==> src/rtl/qla_addr_pkg.sv <==
package qla_addr_pkg;

    // ------------------------------
    // bus widths and address fields
    // ------------------------------
    localparam int unsigned ADDR_W  = 16;
    localparam int unsigned DATA_W  = 32;
    localparam int unsigned SPACE_W = 4;   // addr[15:12]
    localparam int unsigned CHAN_W  = 4;   // addr[7:4]
    localparam int unsigned OFF_W   = 4;   // addr[3:0]

    typedef logic [ADDR_W-1:0]  reg_addr_t;
    typedef logic [DATA_W-1:0]  reg_data_t;
    typedef logic [SPACE_W-1:0] space_t;
    typedef logic [CHAN_W-1:0]  chan_t;
    typedef logic [OFF_W-1:0]   off_t;

    localparam space_t ADDR_MAIN = 4'd0;   // only decoded space

    // per-channel offsets
    localparam off_t OFF_BOARD_STATUS = 4'd0;   // channel 0 only
    localparam off_t OFF_ADC_DATA     = 4'd0;   // channels 1..4
    localparam off_t OFF_DAC_CTRL     = 4'd1;
    localparam off_t OFF_MOTOR_STATUS = 4'd12;

    // status word bit positions
    localparam int unsigned BIT_PWR_ENABLE    = 19;
    localparam int unsigned BIT_SAFETY_DIS_LO = 8;    // 11:8
    localparam int unsigned BIT_BOARD_ID_LO   = 24;   // 27:24
    localparam int unsigned BIT_AMP_ENABLED   = 28;   // motor status

    // field extraction, shared by all decoders
    function automatic space_t addr_space(reg_addr_t a);
        return a[ADDR_W-1 -: SPACE_W];
    endfunction

    function automatic chan_t addr_chan(reg_addr_t a);
        return a[OFF_W +: CHAN_W];
    endfunction

    function automatic off_t addr_off(reg_addr_t a);
        return a[OFF_W-1:0];
    endfunction

    // bits 11:8 always zero
    function automatic reg_addr_t make_addr(space_t space, chan_t chan, off_t off);
        return {space, {(ADDR_W-SPACE_W-CHAN_W-OFF_W){1'b0}}, chan, off};
    endfunction

endpackage

==> src/rtl/qla_motor_pkg.sv <==
package qla_motor_pkg;

    // ------------------------------
    // axes and current encoding
    // ------------------------------
    localparam int unsigned NUM_CHANNELS = 4;
    localparam int unsigned CHAN_IDX_W   = $clog2(NUM_CHANNELS);
    localparam int unsigned CUR_W        = 16;

    typedef logic [CHAN_IDX_W-1:0]   idx_t;        // zero-based axis index
    typedef logic [NUM_CHANNELS-1:0] axis_mask_t;  // one bit per axis
    typedef logic [CUR_W-1:0]        cur_t;        // offset binary
    typedef cur_t [NUM_CHANNELS-1:0] cur_vec_t;    // axis 1 in slot 0

    localparam cur_t CUR_MIDSCALE = 16'h8000;   // zero current

    // ------------------------------
    // safety limit
    // ------------------------------
    // fb magnitude must stay within 2*|cmd| + margin
    localparam cur_t SAFETY_MARGIN = 16'h0400;

    // two extra bits, 2*|cmd| + margin never wraps
    typedef logic [CUR_W+1:0] mag_t;

    // quadlet index that closes a real-time block
    localparam int unsigned RT_LAST_IDX = 3;

endpackage

==> src/rtl/safety_check.sv <==
`timescale 1ns/1ps

module safety_check
    import qla_motor_pkg::*;
(
    input  logic clk_125MHz,
    input  logic rst,
    input  cur_t cur_fb,
    input  cur_t cur_cmd,
    input  logic cur_fb_valid,
    input  logic clear_disable,
    output logic amp_disable
);

    mag_t fb_mag;
    mag_t cmd_mag;
    mag_t limit;
    logic over;

    // distance from midscale, max 16'h8000
    function automatic mag_t dist_mid(cur_t v);
        cur_t d;
        d = (v >= CUR_MIDSCALE) ? v - CUR_MIDSCALE : CUR_MIDSCALE - v;
        return mag_t'(d);
    endfunction

    // ------------------------------
    // overcurrent compare
    // ------------------------------
    assign fb_mag  = dist_mid(cur_fb);
    assign cmd_mag = dist_mid(cur_cmd);
    assign limit   = (cmd_mag << 1) + mag_t'(SAFETY_MARGIN);   // 2*|cmd| + margin
    assign over    = cur_fb_valid && (fb_mag > limit);          // only on a fresh sample

    always_ff @(posedge clk_125MHz) begin
        if (rst) begin
            amp_disable <= 1'b0;
        end else if (clear_disable) begin
            amp_disable <= 1'b0;   // clear beats a trip
        end else if (over) begin
            amp_disable <= 1'b1;   // sticky
        end
    end

endmodule

==> src/rtl/rt_block_writer.sv <==
`timescale 1ns/1ps

module rt_block_writer
    import qla_addr_pkg::*;
    import qla_motor_pkg::*;
(
    input  logic      clk_125MHz,
    input  logic      rst,
    input  logic      host_wen,
    input  logic      host_blk_wen,
    input  reg_addr_t host_waddr,
    input  reg_data_t host_wdata,
    input  logic      rt_wen,
    input  off_t      rt_waddr,     // quadlet index, axis = index + 1
    input  reg_data_t rt_wdata,
    output logic      reg_wen,
    output logic      blk_wen,
    output reg_addr_t reg_waddr,
    output reg_data_t reg_wdata
);

    cur_t rt_buf [NUM_CHANNELS];   // one command per axis
    logic replaying;               // replay owns the write bus
    idx_t replay_idx;
    logic rt_start;

    assign rt_start = rt_wen && (rt_waddr == off_t'(RT_LAST_IDX));

    // capture quadlets, last one lands on the same edge that starts replay
    always_ff @(posedge clk_125MHz) begin
        if (rt_wen && (rt_waddr < off_t'(NUM_CHANNELS))) begin
            rt_buf[idx_t'(rt_waddr)] <= rt_wdata[CUR_W-1:0];
        end
    end

    // ------------------------------
    // replay counter, 4 cycles
    // ------------------------------
    always_ff @(posedge clk_125MHz) begin
        if (rst) begin
            replaying  <= 1'b0;
            replay_idx <= '0;
        end else if (rt_start) begin
            replaying  <= 1'b1;   // new block restarts
            replay_idx <= '0;
        end else if (replaying) begin
            replay_idx <= replay_idx + idx_t'(1);
            if (replay_idx == idx_t'(RT_LAST_IDX)) begin
                replaying <= 1'b0;
            end
        end
    end

    // bus merge, host is dropped while replaying
    always_comb begin
        if (replaying) begin
            reg_wen   = 1'b1;
            blk_wen   = (replay_idx == idx_t'(RT_LAST_IDX));   // last write only
            reg_waddr = make_addr(ADDR_MAIN, chan_t'(replay_idx) + chan_t'(1), OFF_DAC_CTRL);
            reg_wdata = reg_data_t'(rt_buf[replay_idx]);
        end else begin
            reg_wen   = host_wen;
            blk_wen   = host_blk_wen;
            reg_waddr = host_waddr;
            reg_wdata = host_wdata;
        end
    end

    // host has no back-pressure, such a write is lost
    a_no_host_wr_in_replay: assert property (@(posedge clk_125MHz) disable iff (rst)
        replaying |-> !(host_wen || host_blk_wen))
        else $error("host write dropped during real-time replay");

endmodule

==> src/rtl/cur_cmd_regs.sv <==
`timescale 1ns/1ps

module cur_cmd_regs
    import qla_addr_pkg::*;
    import qla_motor_pkg::*;
(
    input  logic      clk_125MHz,
    input  logic      rst,
    input  logic      reg_wen,
    input  logic      blk_wen,
    input  reg_addr_t reg_waddr,
    input  reg_data_t reg_wdata,
    input  logic      dac_busy,
    output cur_vec_t  cur_cmd,
    output logic      dac_update
);

    chan_t ch;
    idx_t  ax;
    logic  ch_valid;
    logic  cmd_wr;
    logic  cmd_req;   // update pending, waits out dac_busy

    // ------------------------------
    // write decode
    // ------------------------------
    assign ch       = addr_chan(reg_waddr);
    assign ax       = idx_t'(ch - chan_t'(1));
    assign ch_valid = (ch != chan_t'(0)) && (ch <= chan_t'(NUM_CHANNELS));   // skip chan 0

    assign cmd_wr = reg_wen
                 && (addr_space(reg_waddr) == ADDR_MAIN)
                 && ch_valid
                 && (addr_off(reg_waddr) == OFF_DAC_CTRL);

    always_ff @(posedge clk_125MHz) begin
        if (rst) begin
            cur_cmd    <= {NUM_CHANNELS{CUR_MIDSCALE}};   // zero current
            cmd_req    <= 1'b0;
            dac_update <= 1'b0;
        end else begin
            if (cmd_wr) begin
                cur_cmd[ax] <= reg_wdata[CUR_W-1:0];
                cmd_req     <= blk_wen;   // only block writes kick the dac
            end else if (cmd_req && !dac_busy) begin
                cmd_req <= 1'b0;   // several requests coalesce into one pulse
            end
            dac_update <= cmd_req && !dac_busy;
        end
    end

    // dac must be idle whenever an update pulse reaches it
    a_update_when_idle: assert property (@(posedge clk_125MHz) disable iff (rst)
        dac_update |-> !dac_busy)
        else $error("dac_update while dac_busy");

endmodule

==> src/rtl/board_regs.sv <==
`timescale 1ns/1ps

module board_regs
    import qla_addr_pkg::*;
    import qla_motor_pkg::*;
(
    input  logic       clk_125MHz,
    input  logic       rst,
    input  logic       reg_wen,
    input  reg_addr_t  reg_waddr,
    input  reg_data_t  reg_wdata,
    input  cur_vec_t   cur_fb,
    input  cur_vec_t   cur_cmd,
    input  logic       cur_fb_valid,
    output axis_mask_t safety_disable,
    output logic       pwr_enable,
    output axis_mask_t amp_enable,
    output axis_mask_t clear_disable
);

    axis_mask_t amp_en_reg;   // host requested enables
    logic       board_wr;

    // channel 0 status register write
    assign board_wr = reg_wen
                   && (addr_space(reg_waddr) == ADDR_MAIN)
                   && (addr_chan(reg_waddr) == chan_t'(0))
                   && (addr_off(reg_waddr) == OFF_BOARD_STATUS);

    always_ff @(posedge clk_125MHz) begin
        if (rst) begin
            pwr_enable <= 1'b0;
            amp_en_reg <= '0;
        end else if (board_wr) begin
            pwr_enable <= reg_wdata[BIT_PWR_ENABLE];
            amp_en_reg <= reg_wdata[NUM_CHANNELS-1:0];
        end
    end

    // writing an enable (or power) re-arms that axis
    assign clear_disable = board_wr ?
        (reg_wdata[NUM_CHANNELS-1:0] | {NUM_CHANNELS{reg_wdata[BIT_PWR_ENABLE]}}) : '0;

    // ------------------------------
    // per-axis overcurrent latches
    // ------------------------------
    for (genvar n = 0; n < NUM_CHANNELS; n++) begin : g_axis
        safety_check i_safety_check (
            .clk_125MHz   (clk_125MHz),
            .rst          (rst),
            .cur_fb       (cur_fb[n]),
            .cur_cmd      (cur_cmd[n]),
            .cur_fb_valid (cur_fb_valid),
            .clear_disable(clear_disable[n]),
            .amp_disable  (safety_disable[n])
        );
    end

    assign amp_enable = amp_en_reg & ~safety_disable;   // latch overrides host

endmodule

==> src/rtl/reg_read_mux.sv <==
`timescale 1ns/1ps

module reg_read_mux
    import qla_addr_pkg::*;
    import qla_motor_pkg::*;
(
    input  logic       clk_125MHz,
    input  logic       rst,
    input  reg_addr_t  reg_raddr,
    input  logic [3:0] board_id,
    input  logic       pwr_enable,
    input  axis_mask_t amp_enable,
    input  axis_mask_t safety_disable,
    input  cur_vec_t   cur_fb,
    input  cur_vec_t   pot_fb,
    input  cur_vec_t   cur_cmd,
    output reg_data_t  reg_rdata
);

    chan_t     ch;
    off_t      off;
    idx_t      ax;
    logic      ch_valid;
    reg_data_t rd_next;

    assign ch       = addr_chan(reg_raddr);
    assign off      = addr_off(reg_raddr);
    assign ax       = idx_t'(ch - chan_t'(1));
    assign ch_valid = (ch != chan_t'(0)) && (ch <= chan_t'(NUM_CHANNELS));

    // ------------------------------
    // read decode, zero by default
    // ------------------------------
    always_comb begin
        rd_next = '0;
        if (addr_space(reg_raddr) == ADDR_MAIN) begin
            if (ch == chan_t'(0)) begin
                if (off == OFF_BOARD_STATUS) begin
                    rd_next[BIT_BOARD_ID_LO +: 4]              = board_id;
                    rd_next[BIT_PWR_ENABLE]                    = pwr_enable;
                    rd_next[BIT_SAFETY_DIS_LO +: NUM_CHANNELS] = safety_disable;
                    rd_next[NUM_CHANNELS-1:0]                  = amp_enable;
                end
            end else if (ch_valid) begin
                case (off)
                    OFF_ADC_DATA:  rd_next = {pot_fb[ax], cur_fb[ax]};   // pot high, cur low
                    OFF_DAC_CTRL:  rd_next = reg_data_t'(cur_cmd[ax]);
                    OFF_MOTOR_STATUS: begin
                        rd_next[BIT_AMP_ENABLED] = amp_enable[ax];
                        rd_next[CUR_W-1:0]       = cur_cmd[ax];
                    end
                    default:       rd_next = '0;
                endcase
            end
        end
    end

    // one cycle after raddr, no strobe
    always_ff @(posedge clk_125MHz) begin
        if (rst) begin
            reg_rdata <= '0;
        end else begin
            reg_rdata <= rd_next;
        end
    end

endmodule

==> src/rtl/qla_reg_top.sv <==
`timescale 1ns/1ps

module qla_reg_top
    import qla_addr_pkg::*;
    import qla_motor_pkg::*;
(
    input  logic       clk_125MHz,
    input  logic       rst,
    input  logic [3:0] board_id,
    input  logic       host_wen,
    input  logic       host_blk_wen,
    input  reg_addr_t  host_waddr,
    input  reg_data_t  host_wdata,
    input  logic       rt_wen,
    input  off_t       rt_waddr,
    input  reg_data_t  rt_wdata,
    input  reg_addr_t  reg_raddr,
    input  cur_vec_t   cur_fb,
    input  cur_vec_t   pot_fb,
    input  logic       cur_fb_valid,
    input  logic       dac_busy,
    output reg_data_t  reg_rdata,
    output logic       dac_update,
    output cur_vec_t   cur_cmd,
    output logic       pwr_enable,
    output axis_mask_t amp_enable
);

    // merged write bus
    logic       reg_wen;
    logic       blk_wen;
    reg_addr_t  reg_waddr;
    reg_data_t  reg_wdata;
    axis_mask_t safety_disable;   // status readback

    // ------------------------------
    // write path
    // ------------------------------
    rt_block_writer i_rt_block_writer (
        .clk_125MHz  (clk_125MHz),
        .rst         (rst),
        .host_wen    (host_wen),
        .host_blk_wen(host_blk_wen),
        .host_waddr  (host_waddr),
        .host_wdata  (host_wdata),
        .rt_wen      (rt_wen),
        .rt_waddr    (rt_waddr),
        .rt_wdata    (rt_wdata),
        .reg_wen     (reg_wen),
        .blk_wen     (blk_wen),
        .reg_waddr   (reg_waddr),
        .reg_wdata   (reg_wdata)
    );

    cur_cmd_regs i_cur_cmd_regs (
        .clk_125MHz(clk_125MHz),
        .rst       (rst),
        .reg_wen   (reg_wen),
        .blk_wen   (blk_wen),
        .reg_waddr (reg_waddr),
        .reg_wdata (reg_wdata),
        .dac_busy  (dac_busy),
        .cur_cmd   (cur_cmd),
        .dac_update(dac_update)
    );

    board_regs i_board_regs (
        .clk_125MHz    (clk_125MHz),
        .rst           (rst),
        .reg_wen       (reg_wen),
        .reg_waddr     (reg_waddr),
        .reg_wdata     (reg_wdata),
        .cur_fb        (cur_fb),
        .cur_cmd       (cur_cmd),
        .cur_fb_valid  (cur_fb_valid),
        .safety_disable(safety_disable),
        .pwr_enable    (pwr_enable),
        .amp_enable    (amp_enable),
        .clear_disable ()                // used inside board_regs only
    );

    // ------------------------------
    // read path
    // ------------------------------
    reg_read_mux i_reg_read_mux (
        .clk_125MHz    (clk_125MHz),
        .rst           (rst),
        .reg_raddr     (reg_raddr),
        .board_id      (board_id),
        .pwr_enable    (pwr_enable),
        .amp_enable    (amp_enable),
        .safety_disable(safety_disable),
        .cur_fb        (cur_fb),
        .pot_fb        (pot_fb),
        .cur_cmd       (cur_cmd),
        .reg_rdata     (reg_rdata)
    );

endmodule

==> config.mk <==
export PLATFORM = sky130hd
export DESIGN_NAME = qla_reg_top
export DESIGN_NICKNAME = d
export VERILOG_FILES = /design/src/rtl/qla_addr_pkg.sv /design/src/rtl/qla_motor_pkg.sv /design/src/rtl/safety_check.sv /design/src/rtl/rt_block_writer.sv /design/src/rtl/cur_cmd_regs.sv /design/src/rtl/board_regs.sv /design/src/rtl/reg_read_mux.sv /design/src/rtl/qla_reg_top.sv
export SDC_FILE = /design/constraint.sdc
export NUM_CORES = 1
export LEC_CHECK = 0
export BUFFER_PORTS_ARGS = -buffer_cell sky130_fd_sc_hd__buf_4
export CORE_MARGIN = 2
export CORE_UTILIZATION = 45
export CTS_BUF_LIST = sky130_fd_sc_hd__clkbuf_4
export DETAILED_ROUTE_END_ITERATION = 6
export PLACE_DENSITY_LB_ADDON = 0.2
export SETUP_SLACK_MARGIN = 0.5
export SYNTH_ARGS = -nofsm -noshare
export SYNTH_HDL_FRONTEND = slang
export SYNTH_SLANG_ARGS = --single-unit
==> constraint.sdc <==
create_clock -name clk_125MHz -period 4.4 [get_ports clk_125MHz]
set_clock_uncertainty 0.05 [all_clocks]
set_input_delay 0.88 -clock clk_125MHz [delete_from_list [all_inputs] [get_ports clk_125MHz]]
set_output_delay 0.88 -clock clk_125MHz [all_outputs]
set_load 0.01 [all_outputs]
==> results of run 1 <==
worst min path at each step:
| stage | end | slack [ns] | depth (start not counted) |
|---|---|---|---|
| after CTS | i_cur_cmd_regs.dac_update | 0.34 | 2 |
| after floorplan | i_cur_cmd_regs.cmd_req | 0.39 | 2 |
| after detailed placement | i_cur_cmd_regs.cmd_req | 0.41 | 2 |
| after global routing | i_cur_cmd_regs.dac_update | 0.31 | 2 |
| after global placement | i_cur_cmd_regs.cmd_req | 0.40 | 2 |
| final | i_cur_cmd_regs.dac_update | 0.36 | 2 |
area by class of cell:
type                            count  area share
Tap cell                          341      0.0276
Clock inverter                     15      0.0125
Timing Repair Buffer              354       0.173
Clock buffer                       17     0.00825
Multi-Input combinational cell    899       0.497
Sequential cell                   176       0.270
Antenna cell                        5    0.000809
Inverter                           44      0.0107
critical path: cells and delay by family, from the launching register on:
family | cells | cell delay [ns]
xor+xnor | 2 | 0.32
flops | 1 | 0.40
fa+ha+maj | 2 | 0.53
compound gates | 4 | 0.41
simple gates | 8 | 1.96
cells by family after synthesis:
group | Yosys count | share of synthesized area
mux | 150 | 0.191
xor+xnor | 123 | 0.0892
compound gates | 177 | 0.0981
buf+inv | 104 | 0.0412
fa+ha+maj | 74 | 0.0756
simple gates | 375 | 0.165
flops | 176 | 0.340
power groups by stage:
stage / Combinational [mW] / Clock (mW) / Sequential (mW)
4_1_cts: 0.658 / 1.03 / 1.72
2_1_floorplan: 0.359 / 0 / 1.75
3_5_place_dp: 0.651 / 0 / 1.76
6_report: 0.666 / 1.02 / 1.72
5_1_grt: 0.724 / 1.09 / 1.72
3_3_place_gp: 0.637 / 0 / 1.76
layer usage:
layer	up-vias	global-route usage	share of wire
li1	5046	-	-
met1	5293	0.381	0.41
met2	519	0.498	0.47
met3	109	0.0563	0.072
met4	2	0.156	0.052
met5	-	0	0.00030
placed cells by master, fill, tap and decap left out, types with 5 or more instances in the layout:
master / count
mux2_2: 15
a211oi_1: 10
nor4b_1: 8
dfxtp_1: 108
inv_1: 44
a21o_1: 5
a41oi_1: 7
a221o_1: 9
nor4_1: 14
nand2_1: 36
clkinv_8: 5
a32o_1: 5
nand3_1: 10
buf_4: 351
xnor2_1: 60
and3_1: 25
nand4_1: 12
mux4_2: 64
edfxtp_1: 64
diode_2: 5
a22o_1: 5
a31oi_1: 23
xor2_1: 58
mux2i_1: 70
nand2b_1: 5
nor2b_1: 11
a21oi_1: 57
ha_1: 71
nor4_4: 5
nor3b_1: 10
nor3_1: 41
o21ai_0: 17
clkbuf_4: 17
nor2_1: 152
timing repair:
action,in CTS,in global routing
pin swaps,4,21
hold endpoints to repair,0,0
gates resized for setup,12,16
endpoints found under the setup margin,1,3
buffers inserted,5,10
==> flow_summary.json, run 1 <==
{
  "final-instance-count-excl-fill": 1851,
  "syn-cell-area_sq_mm": 0.0122,
  "initial_core_util": 0.457,
  "crit_required_ns": 4.84,
  "ctsHoldBuffers": 0,
  "ios": 341,
  "maxSlewHeadroom": 0.321,
  "syn_nets": 1492,
  "synth_top_area_cell": "dfxtp_1",
  "antenna_found_initial": 6,
  "regToRegSetupSlack_ns": 0.61,
  "r2r_start": "i_cur_cmd_regs.cur_cmd[1]",
  "die_y_um": 169,
  "finalHoldViolations": 0,
  "grt.total_usage": 0.303,
  "insertion_delay_ns": 0.61,
  "clock-root-buffer": "clkbuf_4",
  "crit_chain": "or4_4 -> nor3_4 -> nor2_2 -> xor2_2 -> ha_2 -> and3_4 -> o21ai_2 -> o31ai_2 -> xnor2_1 -> ha_1 -> nand4_1 -> nor2_2 -> nand4_1 -> or4b_4 -> a31oi_4 -> a211oi_2",
  "fin_area_sq_mm": 0.0155,
  "htreeDepth": 4,
  "synth_top_area_frac": 0.183,
  "ys.warnings.count": 0,
  "p_clk_frac": 0.299,
  "row_count": 60,
  "synth_cell_type_count": 76,
  "setup_ws_ns": 0.606,
  "coreArea_sq_mm": 0.0268,
  "async_flop_share": 0,
  "dpl_worst_slack_ns": 0.120,
  "multi_input_area_sq_mm": 0.00769,
  "via_count": 11000,
  "clk_pin_slew_ns": 0.20,
  "critical_path_class": "flip-flop to flip-flop",
  "nets": 1805,
  "crit_slowest_cell": "or4_4",
  "cp_max_fo": 3,
  "wirelength_um": 44000,
  "synthCells": 1179,
  "syn2layout_area_growth_pct": 26.4,
  "port_buffers": 301,
  "synth_most_common_cell": "nor2_1",
  "register_area_sq_mm": 0.00417,
  "switching_share": 0.319,
  "first_pass_iters": 5,
  "dieArea_sq_mm": 0.0285,
  "hp-class": "input port to flip-flop",
  "whs_ns": 0.357,
  "start_kind": "flip-flop",
  "status": "completed",
  "drv_cap": 0,
  "cts_made_buffers": 17,
  "place_congestion": 0.941,
  "finalPower_mw": 3.40,
  "drv_slew": 0,
  "pwr-share-seq": 0.506,
  "internal_power_mw": 2.32,
  "place_area_sq_mm": 0.0149,
  "drc_errors": 0,
  "post_drt_wl_per_cell_um": 23.8,
  "end_kind": "flip-flop",
  "arrival_ns": 4.23,
  "grt_max_degree": 76,
  "p_switching_mw": 1.09,
  "cts_tree": "done",
  "slowest_delay_ns": 0.57,
  "clockBufferDepth": 2,
  "rsz0062_at_grt": "yes",
  "vias_per_cell": 5.93,
  "grt_remaining_overflow": 0,
  "fp.dieW_um": 169,
  "setup.worst_path.start": "i_cur_cmd_regs.cur_cmd[1]",
  "synth_area_leaders": "dfxtp_1 18%, edfxtp_1 16%, mux4_2 12%",
  "pwr_density_cell_mw_per_mm2": 220,
  "finalSetupTns_ns": 0,
  "max_slew.worst_pin.slew_ns": 1.02,
  "dp.cells": 1799,
  "n_fill_cell": 2347,
  "clock.fmax_ghz": 0.264,
  "final_util": 0.577,
  "syn_avg_cell_area_sq_um": 10.4,
  "fin_crit_ns": 3.79,
  "pwr-share-comb": 0.196,
  "power_leakage_nw": 6.10,
  "synth-main-ff-cell": "dfxtp_1",
  "grt_pass1_wl_um": 64500,
  "seq_area_frac_synth": 0.340,
  "setup_violations": 0,
  "ir_drop_uv": 179,
  "min-delay-start": "dac_busy",
  "ys_ff_latch": 176,
  "cts_sinks": 176,
  "ant_nets": 0,
  "worstRegToRegCells": 16,
  "finalCritPeriodShare": 0.862,
  "synth_edf_count": 64,
  "drive_gt1_frac": 0.344,
  "grt_pass1_vias": 10600,
  "dp_hpwl_um": 34400,
  "reg.largest.list": "i_cur_cmd_regs.cur_cmd x64, i_rt_block_writer.rt_buf x64, i_reg_read_mux.reg_rdata x32",
  "synth_commonest_cells": "155 x nor2_1, 112 x dfxtp_1, 74 x ha_1",
  "dr.first_iter.drc_count": 1071
}
Note: power is estimated with default switching activity, not from simulation.
==> run 2, diff against run 1 <==
--- a/config.mk
+++ b/config.mk
@@ -7,7 +7,7 @@
 export LEC_CHECK = 0
 export BUFFER_PORTS_ARGS = -buffer_cell sky130_fd_sc_hd__buf_4
 export CORE_MARGIN = 2
-export CORE_UTILIZATION = 45
+export CORE_UTILIZATION = 50
 export CTS_BUF_LIST = sky130_fd_sc_hd__clkbuf_4
 export DETAILED_ROUTE_END_ITERATION = 6
 export PLACE_DENSITY_LB_ADDON = 0.2
==> constraint.sdc (replaced) <==
create_clock -name clk_125MHz -period 3.5 [get_ports clk_125MHz]
set_clock_uncertainty 0.05 [all_clocks]
set_input_delay 0.7 -clock clk_125MHz [delete_from_list [all_inputs] [get_ports clk_125MHz]]
set_output_delay 0.7 -clock clk_125MHz [all_outputs]
set_load 0.01 [all_outputs]
==> run 2 against run 1 <==
Design area increased by 6.6%; the run now ends with negative setup slack left; total power grew 24%; critical path depth unchanged; global-route usage up 3.8 points.
==> flow_summary.json, run 2 (synthesized netlist as in run 1, its figures left out) <==
{
  "via_count": 11500,
  "p_clk_frac": 0.278,
  "clock-root-buffer": "clkbuf_4",
  "finalHoldViolations": 0,
  "htreeDepth": 4,
  "mostFrequentLayoutCell": "buf_4",
  "drc_errors": 0,
  "syn2layout_area_growth_pct": 34.7,
  "grt_max_degree": 50,
  "final-instance-count-excl-fill": 1919,
  "dieArea_sq_mm": 0.0258,
  "cp_max_fo": 3,
  "arrival_ns": 4.20,
  "ant_nets": 0,
  "internal_power_mw": 2.91,
  "whs_path_depth": 2,
  "setup_violations": 1,
  "fin_crit_ns": 3.76,
  "reg.largest.list": "i_cur_cmd_regs.cur_cmd x64, i_rt_block_writer.rt_buf x64, i_reg_read_mux.reg_rdata x32",
  "coreArea_sq_mm": 0.0242,
  "hp-class": "input port to flip-flop",
  "place_congestion": 0.966,
  "end_kind": "flip-flop",
  "dp.cells": 1835,
  "grt_pass1_vias": 11100,
  "dpl_worst_slack_ns": -0.383,
  "ir_drop_uv": 332,
  "clk_pin_slew_ns": 0.17,
  "rsz0062_at_grt": "yes",
  "drv_cap": 0,
  "fp.dieW_um": 160,
  "pwr-share-seq": 0.512,
  "met1_length_um": 17700,
  "worstRegToRegCells": 16,
  "finalCritPeriodShare": 1.07,
  "insertion_delay_ns": 0.60,
  "status": "complete, but fails checks",
  "top_layer": "met4",
  "failed_checks": "negative setup slack",
  "grt.total_usage": 0.341,
  "pwr_density_cell_mw_per_mm2": 255,
  "dp_hpwl_um": 35100,
  "maxSlewHeadroom": 0.381,
  "fin_area_sq_mm": 0.0165,
  "clockBufferDepth": 2,
  "final_util": 0.682,
  "place_area_sq_mm": 0.0154,
  "clock.fmax_ghz": 0.266,
  "port_buffers": 301,
  "cts_sinks": 176,
  "pwr-share-comb": 0.209,
  "grt_pass1_wl_um": 66100,
  "antenna_found_initial": 2,
  "ios": 341,
  "power_leakage_nw": 6.67,
  "setup_ws_ns": -0.258,
  "crit_required_ns": 3.94,
  "row_count": 57,
  "grt_remaining_overflow": 0,
  "drive_gt1_frac": 0.428,
  "post_drt_wl_per_cell_um": 23.4,
  "dr.first_iter.drc_count": 945,
  "critical_path_class": "flip-flop to flip-flop",
  "max_slew.worst_pin.slew_ns": 0.929,
  "cts_tree": "done",
  "p_switching_mw": 1.30,
  "initial_core_util": 0.506,
  "die_y_um": 160,
  "layout_common_cells": "435 x buf_4, 152 x nor2_1, 82 x dfxtp_1",
  "vias_per_cell": 6.00,
  "start_kind": "flip-flop",
  "switching_share": 0.309,
  "cts_made_buffers": 17,
  "met3WireLength_um": 3380,
  "wirelength_um": 45000,
  "wl_met2_um": 20900,
  "drv_slew": 0,
  "nets": 1892,
  "first_pass_iters": 5
}
run 2: changes by cell type in the layout (fill, tap and decap cells not counted), moves of 5 or more:
cell,previous run,this run
a31oi_1,23,18
ha_1,71,66
xnor2_1,60,54
buf_4,351,435
dfxtp_1,108,82
nor3_1,41,35
dfxtp_2,2,23
dfxtp_4,2,7
xnor2_2,3,9
run 2: critical path: stages (launching register included):
cell	delay (ns)
dfxtp_4	0.37
or4_4	0.55
nor3_4	0.19
nor2_1	0.08
xor2_1	0.18
ha_2	0.20
and3_4	0.15
o21ai_2	0.11
o31ai_2	0.08
xnor2_1	0.14
ha_1	0.33
nand4_1	0.11
nor2_2	0.17
nand4_1	0.15
or4b_4	0.60
a31oi_4	0.15
a211oi_2	0.06
run 2: timing repair:
item                       in CTS  in global routing
pin swaps                      36                 44
hold buffers                    0                  0
hold endpoints to repair        0                  0
setup endpoints to repair       4                  4
resized for setup              41                 61
buffers inserted               31                 18
run 2: routing by layer:
metal	global-route usage	up-vias
li1	-	5204
met1	0.422	5496
met2	0.559	656
met3	0.0646	149
met4	0.197	0
met5	0	-
run 2: final timing paths:
path / startpoint / to / slack (ns)
min reg2reg: i_cur_cmd_regs.cmd_req / i_cur_cmd_regs.cmd_req / 0.43
min: dac_busy / i_cur_cmd_regs.dac_update / 0.20
max reg2reg: i_cur_cmd_regs.cur_cmd[7] / flip-flop / -0.26
max: i_cur_cmd_regs.cur_cmd[7] / flip-flop / -0.26
run 2: final cells by class:
type,instances,area (sq um)
multi-input combinational,899,8080
fill,1868,7680
sequential,176,4220
timing repair buffer,441,3340
tap,324,405
inverter,44,168
clock inverter,14,139
clock buffer,18,135
antenna,3,7.51
run 2: power by group through the flow:
stage | Combinational, mW | Clock (mW) | Sequential [mW]
2_1_floorplan | 0.457 | 0 | 2.20
3_3_place_gp | 0.822 | 0 | 2.20
3_5_place_dp | 0.841 | 0 | 2.20
4_1_cts | 0.860 | 1.20 | 2.16
5_1_grt | 0.954 | 1.27 | 2.16
6_report | 0.882 | 1.17 | 2.16
run 2: per-stage QoR:
stage / TNS [ns] / total power, mW / hold WS, ns
finish: -0.258 / 4.21 / 0.198
floorplan: -0.0723 / 2.65 / 0.389
CTS: -0.225 / 4.22 / 0.165
global placement: -0.316 / 3.03 / 0.398
global route: -0.425 / 4.39 / 0.140
detailed placement: -0.383 / 3.05 / 0.405
